File: src/replica_pkg.sv
`default_nettype none

package replica_pkg;

    localparam int BLOCK_LEN  = 200;   // cycles per optimisation block.
    localparam int SERIES_LEN = 15;    // taylor terms per exp window.
    localparam int RECIP_ONE  = 32768; // 1.0 in the reciprocal format.

    typedef logic [23:0] run_count_t;
    typedef logic [16:0] recip_t;

    typedef enum logic [1:0] {
        OR1,
        TWO,
        THR
    } opt_command_t;

    typedef enum logic [2:0] {
        KN,
        KM,
        KP,
        LN,
        LP,
        LM
    } dist_operand_t;

    typedef enum logic [1:0] {
        ZERO,
        MNS,
        PLS,
        DNOP
    } dist_op_t;

    typedef struct packed {
        dist_operand_t operand;
        dist_op_t      op;
    } distance_command_t;

    localparam distance_command_t DIST_NOP = '{KN, DNOP};

    typedef struct packed {
        logic opt_tick;  // 20, 40, ... 180.
        logic or_end;    // or-opt phase over.
        logic two_begin; // two-opt phase next.
        logic finish;    // last position of block.
        logic exp_init;
        logic exp_fin;
    } cycle_event_t;

endpackage

`default_nettype wire

File: src/node_sequencer.sv
`timescale 1ns/100ps
`default_nettype none

module node_sequencer (
    input  logic                       clk,
    input  logic                       reset,
    input  logic                       run_write,
    input  replica_pkg::run_count_t    run_times,
    input  replica_pkg::cycle_event_t  cycle_events,
    output logic                       running,
    output logic                       start,
    output logic                       opt_run,
    output replica_pkg::opt_command_t  opt_com
);

    typedef enum logic {
        IDLE,
        RUN
    } seq_state_t;

    seq_state_t              state;
    replica_pkg::run_count_t run_times_q;
    replica_pkg::run_count_t pass_cnt;
    logic                    fin_pulse;
    logic                    last_pass;

    assign last_pass = (replica_pkg::run_count_t'(pass_cnt + 24'd2) == run_times_q);
    assign running   = (state == RUN);
    assign opt_run   = start | cycle_events.opt_tick | fin_pulse;

    always_ff @(posedge clk) begin
        if (run_write) begin
            run_times_q <= run_times;
        end
    end

    always_ff @(posedge clk) begin
        if (reset) begin
            state     <= IDLE;
            start     <= 1'b0;
            fin_pulse <= 1'b0;
            pass_cnt  <= '0;
            opt_com   <= replica_pkg::THR;
        end else begin
            start     <= 1'b0;
            fin_pulse <= 1'b0;
            if (run_write) begin // a new strobe restarts the run.
                state    <= RUN;
                start    <= 1'b1;
                pass_cnt <= '0;
                opt_com  <= replica_pkg::OR1;
            end else if (cycle_events.finish) begin
                if (last_pass) begin
                    state     <= IDLE;
                    fin_pulse <= 1'b1;
                    opt_com   <= replica_pkg::THR;
                end else begin
                    start    <= 1'b1;
                    pass_cnt <= replica_pkg::run_count_t'(pass_cnt + 24'd2);
                    opt_com  <= replica_pkg::OR1;
                end
            end else if (cycle_events.or_end) begin
                opt_com <= replica_pkg::THR;
            end else if (cycle_events.two_begin) begin
                opt_com <= replica_pkg::TWO;
            end
        end
    end

    a_run_times_even: assert property (@(posedge clk) disable iff (reset)
        run_write |-> (run_times != '0) && !run_times[0]);

    a_no_finish_idle: assert property (@(posedge clk) disable iff (reset)
        (state == IDLE) |-> !cycle_events.finish);

    // every block ends exactly one period after its start.
    a_block_period: assert property (@(posedge clk) disable iff (reset)
        cycle_events.finish |-> $past(start, replica_pkg::BLOCK_LEN - 1));

endmodule

`default_nettype wire

File: src/cycle_timer.sv
`timescale 1ns/100ps
`default_nettype none

module cycle_timer (
    input  logic                      clk,
    input  logic                      reset,
    input  logic                      start,
    output replica_pkg::cycle_event_t cycle_events
);

    logic [7:0] pos;   // 0 means idle or position 0.
    logic [7:0] phase; // position within the 20-cycle slot.
    logic       last;

    assign phase = pos % 8'd20;
    assign last  = (pos == 8'(replica_pkg::BLOCK_LEN - 1));

    always_ff @(posedge clk) begin
        if (reset) begin
            pos <= '0;
        end else if (start) begin
            pos <= 8'd1;
        end else if (last) begin
            pos <= '0;
        end else if (pos != '0) begin
            pos <= pos + 8'd1;
        end
    end

    always_comb begin
        cycle_events.opt_tick  = (phase == 8'd0) && (pos != '0);
        cycle_events.or_end    = (pos == 8'd19) || (pos == 8'd119);
        cycle_events.two_begin = (pos == 8'd99);
        cycle_events.finish    = last;
        cycle_events.exp_init  = (pos == 8'd40) || (pos == 8'd60) ||
                                 (pos == 8'd140) || (pos == 8'd160);
        cycle_events.exp_fin   = (phase == 8'd18);
    end

    a_pos_range: assert property (@(posedge clk) disable iff (reset)
        pos < 8'(replica_pkg::BLOCK_LEN));

endmodule

`default_nettype wire

File: src/distance_stepper.sv
`timescale 1ns/100ps
`default_nettype none

module distance_stepper (
    input  logic                           clk,
    input  logic                           reset,
    input  logic                           opt_run,
    output replica_pkg::distance_command_t or_distance_com,
    output replica_pkg::distance_command_t tw_distance_com
);

    logic [2:0]                     stage;
    logic [2:0]                     stage_next;
    replica_pkg::distance_command_t or_next;
    replica_pkg::distance_command_t tw_next;

    // saturates at all ones so an idle node stays on nop.
    assign stage_next = opt_run ? 3'd0 : ((stage == 3'd7) ? stage : stage + 3'd1);

    always_comb begin
        case (stage_next)
            3'd0:    or_next = '{replica_pkg::KN, replica_pkg::ZERO};
            3'd1:    or_next = '{replica_pkg::KM, replica_pkg::MNS};
            3'd2:    or_next = '{replica_pkg::KP, replica_pkg::PLS};
            3'd3:    or_next = '{replica_pkg::KN, replica_pkg::MNS};
            3'd4:    or_next = '{replica_pkg::LN, replica_pkg::PLS};
            3'd5:    or_next = '{replica_pkg::LP, replica_pkg::MNS};
            3'd6:    or_next = '{replica_pkg::KN, replica_pkg::PLS};
            default: or_next = replica_pkg::DIST_NOP;
        endcase
        case (stage_next)
            3'd0:    tw_next = '{replica_pkg::KN, replica_pkg::ZERO};
            3'd1:    tw_next = '{replica_pkg::KM, replica_pkg::MNS};
            3'd2:    tw_next = '{replica_pkg::LM, replica_pkg::PLS};
            3'd3:    tw_next = '{replica_pkg::LN, replica_pkg::MNS};
            3'd4:    tw_next = '{replica_pkg::KN, replica_pkg::PLS};
            default: tw_next = replica_pkg::DIST_NOP;
        endcase
    end

    always_ff @(posedge clk) begin
        if (reset) begin
            stage           <= 3'd7;
            or_distance_com <= replica_pkg::DIST_NOP;
            tw_distance_com <= replica_pkg::DIST_NOP;
        end else begin
            stage           <= stage_next;
            or_distance_com <= or_next;
            tw_distance_com <= tw_next;
        end
    end

endmodule

`default_nettype wire

File: src/recip_series.sv
`timescale 1ns/100ps
`default_nettype none

module recip_series (
    input  logic                clk,
    input  logic                reset,
    input  logic                exp_init,
    output logic                exp_run,
    output replica_pkg::recip_t exp_recip
);

    logic [3:0] count; // term index, runs 15 down to 1.

    always_ff @(posedge clk) begin
        if (reset) begin
            count <= '0;
        end else if (exp_init) begin
            count <= 4'(replica_pkg::SERIES_LEN);
        end else if (count != '0) begin
            count <= count - 4'd1;
        end
    end

    assign exp_run = (count != '0);

    always_comb begin
        case (count)
            4'd1:    exp_recip = replica_pkg::recip_t'(replica_pkg::RECIP_ONE / 1);
            4'd2:    exp_recip = replica_pkg::recip_t'(replica_pkg::RECIP_ONE / 2);
            4'd3:    exp_recip = replica_pkg::recip_t'(replica_pkg::RECIP_ONE / 3);
            4'd4:    exp_recip = replica_pkg::recip_t'(replica_pkg::RECIP_ONE / 4);
            4'd5:    exp_recip = replica_pkg::recip_t'(replica_pkg::RECIP_ONE / 5);
            4'd6:    exp_recip = replica_pkg::recip_t'(replica_pkg::RECIP_ONE / 6);
            4'd7:    exp_recip = replica_pkg::recip_t'(replica_pkg::RECIP_ONE / 7);
            4'd8:    exp_recip = replica_pkg::recip_t'(replica_pkg::RECIP_ONE / 8);
            4'd9:    exp_recip = replica_pkg::recip_t'(replica_pkg::RECIP_ONE / 9);
            4'd10:   exp_recip = replica_pkg::recip_t'(replica_pkg::RECIP_ONE / 10);
            4'd11:   exp_recip = replica_pkg::recip_t'(replica_pkg::RECIP_ONE / 11);
            4'd12:   exp_recip = replica_pkg::recip_t'(replica_pkg::RECIP_ONE / 12);
            4'd13:   exp_recip = replica_pkg::recip_t'(replica_pkg::RECIP_ONE / 13);
            4'd14:   exp_recip = replica_pkg::recip_t'(replica_pkg::RECIP_ONE / 14);
            4'd15:   exp_recip = replica_pkg::recip_t'(replica_pkg::RECIP_ONE / 15);
            default: exp_recip = '0; // no window open.
        endcase
    end

    // windows from the timer never overlap.
    a_init_idle: assert property (@(posedge clk) disable iff (reset)
        exp_init |-> !exp_run);

endmodule

`default_nettype wire

File: src/replica_node.sv
`timescale 1ns/100ps
`default_nettype none

module replica_node (
    input  logic                           clk,
    input  logic                           reset,
    input  logic                           run_write,
    input  replica_pkg::run_count_t        run_times,
    output logic                           running,
    output logic                           opt_run,
    output replica_pkg::opt_command_t      opt_com,
    output replica_pkg::distance_command_t or_distance_com,
    output replica_pkg::distance_command_t tw_distance_com,
    output logic                           exp_init,
    output logic                           exp_run,
    output logic                           exp_fin,
    output replica_pkg::recip_t            exp_recip
);

    logic                      start;
    replica_pkg::cycle_event_t cycle_events;

    node_sequencer i_node_sequencer (
        .clk          (clk),
        .reset        (reset),
        .run_write    (run_write),
        .run_times    (run_times),
        .cycle_events (cycle_events),
        .running      (running),
        .start        (start),
        .opt_run      (opt_run),
        .opt_com      (opt_com)
    );

    cycle_timer i_cycle_timer (
        .clk          (clk),
        .reset        (reset),
        .start        (start),
        .cycle_events (cycle_events)
    );

    distance_stepper i_distance_stepper (
        .clk             (clk),
        .reset           (reset),
        .opt_run         (opt_run),
        .or_distance_com (or_distance_com),
        .tw_distance_com (tw_distance_com)
    );

    recip_series i_recip_series (
        .clk       (clk),
        .reset     (reset),
        .exp_init  (cycle_events.exp_init),
        .exp_run   (exp_run),
        .exp_recip (exp_recip)
    );

    assign exp_init = cycle_events.exp_init;
    assign exp_fin  = cycle_events.exp_fin;

endmodule

`default_nettype wire

File: config.mk
export PLATFORM = sky130hd
export DESIGN_NAME = replica_node
export DESIGN_NICKNAME = d
export VERILOG_FILES = /design/src/replica_pkg.sv /design/src/node_sequencer.sv /design/src/cycle_timer.sv /design/src/distance_stepper.sv /design/src/recip_series.sv /design/src/replica_node.sv
export SDC_FILE = /design/constraint.sdc
export NUM_CORES = 1
export LEC_CHECK = 0
export ABC_AREA = 1
export ABC_CLOCK_PERIOD_IN_PS = 3500
export BUFFER_PORTS_ARGS = -buffer_cell sky130_fd_sc_hd__buf_2
export CAP_MARGIN = 20
export CELL_PAD_IN_SITES_DETAIL_PLACEMENT = 1
export CELL_PAD_IN_SITES_GLOBAL_PLACEMENT = 2
export CORE_UTILIZATION = 34
export DETAILED_ROUTE_END_ITERATION = 12
export GPL_ROUTABILITY_DRIVEN = 0
export PLACE_DENSITY = 0.84
export SYNTH_ARGS = -nofsm -noshare
export SYNTH_HDL_FRONTEND = slang
export SYNTH_SLANG_ARGS = --single-unit
File: constraint.sdc
create_clock -name clk -period 3.5 [get_ports clk]
set_clock_uncertainty 0.2 [all_clocks]
set_input_delay 0.175 -clock clk [delete_from_list [all_inputs] [get_ports clk]]
set_output_delay 0.175 -clock clk [all_outputs]
set_load 0.02 [all_outputs]
# Yosys cells after proc, flatten, opt, wreduce, memory -nomap -nowiden
# Memories as Yosys holds them, arrays and structs flattened. A register that Yosys moved wholly into a read port is not among the register bits.
# Cells that the tools add are included.
[word_totals]
regBits = 78
latchBits = 0
mem_bits_rw = 0
rom_bits = 256
word_cells = 85
memories = 1
[classes]
add_sub_neg = 4
multipliers = 0
div_mod_pow = 1
n_lt_le_gt_ge = 0
n_eq_ne = 17
shifts = 0
n_mux = 23
n_bitwise = 4
n_reduce_logical = 20
[memory_table]
columns = ["memory", "depth", "width", "rd", "rd_ports_with_merged_regs", "write_ports", "line", "text"]
rows = [
  ["(name not given)", 16, 16, 1, 1, 0, "recip_series.sv:27", "case (count)"],
]
[ops]
columns = ["op", "n"]
rows = [
  ["5-bit one-hot mux with 7 select lines", 1],
  ["5-bit one-hot mux with 5 select lines", 1],
  ["24-bit by 2-bit adder with 24-bit output (second input constant)", 1],
  ["24-bit equality test", 1],
  ["8-bit equality test (second input constant)", 3],
  ["8-bit by 5-bit equality test with 1-bit output (second input constant)", 2],
  ["8-bit by 6-bit equality test with 1-bit output (second input constant)", 2],
  ["8-bit by 7-bit equality test with 1-bit output (second input constant)", 2],
  ["4-bit 2-to-1 mux", 4],
  ["3-bit equality test (second input constant)", 4],
  ["1-bit 2-to-1 mux", 10],
  ["2-bit 2-to-1 mux", 5],
  ["8-bit by 1-bit adder with 8-bit output (second input constant)", 1],
  ["8-bit logical NOT", 1],
  ["8-bit by 5-bit remainder unit with 8-bit output (second input constant)", 1],
  ["4-bit nonzero test", 2],
  ["8-bit nonzero test", 1],
  ["3-bit by 2-bit equality test with 1-bit output (second input constant)", 2],
  ["3-bit 2-to-1 mux", 2],
  ["2-bit nonzero test", 3],
  ["3-bit nonzero test", 2],
  ["3-bit OR reduction", 2],
  ["1-bit logical OR", 4],
  ["2-bit AND reduction", 2],
  ["8 further kinds", 10],
]

# Longest topological paths before layout
[depth]
word_depth = 8
mapped_depth = 22
mapped_depth_nobuf = 21

# Modules after synthesis
# Synthesis repeated with hierarchy kept, for this count alone.
[hier_totals]
cells_unflattened = 802
area_unflattened_um2 = 5594.1
[by_module_without_submodules]
columns = ["module", "n_inst", "cells_per_inst", "area_per_inst_um2", "seq_area_each_um2"]
rows = [
  ["node_sequencer", 1, 458, 3109.2, 1281.2],
  ["recip_series", 1, 130, 1032.2, 400.4],
  ["cycle_timer", 1, 161, 991.0, 160.2],
  ["distance_stepper", 1, 53, 461.7, 240.2],
]

# Worst setup path after synthesis
# No wires, ideal clock.
[synth_path]
path_type = "register -> register"
startpoint = "register i_cycle_timer.pos[0]"
endpoint = "register, netlist name i_recip_series.exp_recip[3]"
setup_time_ns = 0.078
arrival_ns = 2.540
required_time_ns = 3.222
slack_ns = 0.682
path_stages_with_launch = 16
path_buffers = 0
period_less_slack_ns = 2.818
path_cell_list = "dfxtp_1 -> inv_1 -> ha_1 -> inv_1 -> nor2_1 -> nand4_1 -> nand3_1 -> or2_2 -> o21ai_0 -> nand2_1 -> inv_1 -> ha_1 -> nand2_1 -> inv_1 -> nor2_1 -> a32oi_1"
[synth_via]
elab_chain_cells = 7
[synth_rtl]
columns = ["item", "line", "text"]
rows = [
  ["start, declared", "cycle_timer.sv:11", "logic [7:0] pos;"],
  ["start signal, assigned", "cycle_timer.sv:26", "pos <= pos + 8'd1;"],
  ["8-bit by 6-bit equality test with 1-bit output", "cycle_timer.sv:35", "cycle_events.exp_init = (pos == 8'd40) || (pos == 8'd60) ||"],
  ["1-bit logical OR (2 in a row)", "cycle_timer.sv:35", ""],
  ["1-bit logical OR (*)", "cycle_timer.sv:36", "(pos == 8'd140) || (pos == 8'd160);"],
  ["via exp_init", "replica_node.sv:14", "output logic exp_init,"],
  ["4-bit 2-to-1 mux or 2-bit nonzero test (tied branches)", "-", ""],
  ["4-bit 2-to-1 mux (no line) (*) (2 in a row)", "-", ""],
]
# Mark *: on every way through the listed nets, which the timed path passes. The rest lies on a longest branch.
# A chain may end at the register's enable or synchronous reset.

# Final worst setup path
[layout_path]
startpoint = "register i_cycle_timer.pos[0]"
endpoint = "register, netlist name i_recip_series.exp_recip[3]"
[layout_via]
elab_chain_cells = 7
[layout_rtl]
columns = ["item", "line"]
rows = [
  ["8-bit by 6-bit equality test with 1-bit output", "cycle_timer.sv:35"],
  ["1-bit logical OR (2 in a row)", "cycle_timer.sv:35"],
  ["1-bit logical OR (*)", "cycle_timer.sv:36"],
  ["4-bit 2-to-1 mux or 2-bit nonzero test (tied branches)", "-"],
  ["4-bit 2-to-1 mux (no line) (*) (2 in a row)", "-"],
]
# Every way passes the cells marked *; elsewhere a longest branch is shown, timed or not.

==> results.toml <==
[status]
status = "finished, final reports clean"

[clock_tree]
cts.sinks = 92
clk_latency_ps = 360
cts-root-buf = "clkbuf_16"
cts.path.max_buffers = 2
cts_buffers = 9
cts_tree = "built"
path_clk_slew_ps = 70
post-cts-setup-buffers = 0
htree_levels = 3

[global_routing]
gr-usage-all-layers = 0.197
grt_overflow = 0
antenna_found_initial = 0
grt_pass1_vias = 4710
grt_max_degree = 28
grt_pass1_wl_microns = 22900

[sta]
drv_slew = 0
layout_min_cycle_time_ps = 3160
rsz0062_at_grt = "no"
hold_violations = 0
slew_headroom = 0.558
whs_ps = 185
tns_ps = 0
setup_violations = 0
worst_pin_slew_ps = 663
fin_crit_sh = 0.903
timing.fmax_mhz = 316

[logic_synthesis]
async_reset_ff_frac = 0
yosysSeqAreaShare = 0.419
synth.cell_area_sq_um = 4970
synth-edff-count = 24
syn_inst = 652
ys_ff_latch = 92
synthFlopType = "dfxtp_1"
yosysWarnings = 0
synthDistinctLibCells = 46
syn_avg_cell_area_sq_um = 7.62
syn_nets = 692

[layout]
drive_gt1_frac = 0.180
final_util = 0.427
nNetsFinal = 780
fillers = 1757
regArea_sq_um = 2080
num_antenna_cells = 0
multi_input_area_sq_um = 2530
syn_to_final_growth_pct = 20.6
fin_area_sq_um = 5990

[critical_path]
path_class = "flop to flop"
setup.worst_path.start_class = "flop"
required_ps = 3580
worst_setup_path_end_kind = "flop"
worstPathArrival_ps = 3240
crit_fanout = 8

[routing]
vias_per_cell = 4.87
vias = 4509
ant_nets = 0
wl_microns = 13700
drtIter0Drc = 140
drc = 0
wl_per_cell_microns = 14.9
first_pass_iters = 4

[floorplan]
core.rowCount = 43
coreArea_sq_um = 14000
die_w_microns = 123
start_util = 0.354
ios = 61
dieArea_sq_um = 15100
die_h_microns = 123

[worst_hold_path]
hold_class = "input port to flop"

[placement]
portBuffers = 59
hpwl_microns = 10300
placedInstanceArea_sq_um = 5450

[power_and_ir_drop]
p_leak_nw = 2.61
powerDensity_nw_per_um2 = 525
p_total_w = 0.00315
vdd_drop_max_uv = 388

[run]
maxCapViolCount = 0
==> worst paths after layout <==
kind,from,end,slack [ps],cells after the start
setup / recovery,i_cycle_timer.pos[0],i_recip_series.exp_recip[3],340,15
hold / removal,run_write,i_node_sequencer.run_times_q[12],190,1
setup reg to reg,i_cycle_timer.pos[0],i_recip_series.exp_recip[3],340,15
hold reg to reg,i_node_sequencer.opt_com[0],i_node_sequencer.opt_com[0],260,2
==> cells by family (layout without fill, tap and decap cells) <==
logic type	count (synthesis)	count (layout)	synth area share
and+or+nand+nor	389	389	0.369
DFF	92	92	0.419
buffers and inverters	85	178	0.0730
AOI/OAI and AO/OA	41	41	0.0476
xor gates and xnor gates	31	31	0.0574
adders and majority gates	13	13	0.0327
other	1	1	0.000755
==> layer usage <==
layer	wire [microns]	vias to the layer above	track usage
li1	-	2285	-
met1	6230	2159	0.239
met2	6890	55	0.346
met3	450	10	0.0437
met4	175	0	0.0610
met5	0	-	0
==> synth_stat cells (6+ instances only) <==
cell,number,area [sq um]
inv_1,68,255
xor2_1,23,201
nor2_2,24,150
o21ai_0,13,65.1
xnor2_1,7,61.3
dfxtp_1,68,1360
nand4_1,19,119
edfxtp_1,24,721
a21oi_1,13,65.1
nor3_1,19,95.1
nor2_1,80,300
or2_2,7,43.8
nand2_1,151,567
ha_1,13,163
clkbuf_1,6,22.5
nand3_1,62,310
==> critical path, cell delays in order, from the launching register on <==
cell and delay [ps]:
dfxtp_1 410, inv_1 110, ha_1 250, inv_1 80, nor2_1 60, nand4_1 70, nand3_1 210, or2_2 360
o21ai_0 350, nand2_2 200, inv_1 160, ha_1 180, nand2_1 100, inv_1 100, nor2_1 70, a32oi_1 180
==> registers in the layout (all words and copies together) (netlist names) <==
| signal | cells |
|---|---|
| i_cycle_timer.pos | 8 |
| i_distance_stepper.or_distance_com | 4 |
| i_distance_stepper.stage | 3 |
| i_distance_stepper.tw_distance_com | 5 |
| i_node_sequencer.fin_pulse | 1 |
| i_node_sequencer.opt_com | 2 |
| i_node_sequencer.pass_cnt | 23 |
| i_node_sequencer.run_times_q | 24 |
| i_node_sequencer.running | 1 |
| i_node_sequencer.start | 1 |
| i_recip_series.count | 4 |
| i_recip_series.exp_recip | 16 |
==> area by class of cell <==
cell class | instances | share of cell area
Timing Repair Buffer | 90 | 0.0985
Sequential cell | 92 | 0.348
Inverter | 72 | 0.0459
Clock inverter | 7 | 0.0102
Tap cell | 180 | 0.0376
Multi-Input combinational cell | 475 | 0.423
Clock buffer | 9 | 0.0376
==> cell usage in the layout, fill, tap and decap left out, types with 6 or more instances in the layout <==
master,n
nor3_1,19
a21oi_1,13
buf_2,59
nor2_1,80
dfxtp_1,67
or2_2,7
edfxtp_1,24
clkbuf_16,9
nand2_1,150
nor2_2,24
buf_4,6
ha_1,13
nand3_1,62
dlygate4sd3_1,25
inv_1,68
o21ai_0,13
nand4_1,19
xor2_1,22
xnor2_1,7
==> stage by stage <==
step	instances	worst slack [ps]
final	925	338
after global routing	925	47.0
after CTS	925	267
after detailed placement	884	296
after global placement	884	430
after floorplan	652	682
==> power by group <==
| part | internal [W] | leakage, nW | switching [W] |
|---|---|---|---|
| logic | 0.000299 | 1.68 | 0.000596 |
| registers | 0.00123 | 0.790 | 0.0000486 |
| clock network | 0.000500 | 0.143 | 0.000474 |
| total | 0.00203 | 2.61 | 0.00112 |
==> repair_timing <==
item                                    CTS  global route
resized for setup                         0             3
hold buffers                             25             0
endpoints found under the setup margin    0             7
hold endpoints to repair                 30             0
No activity file was read; power rests on OpenSTA's default activity.
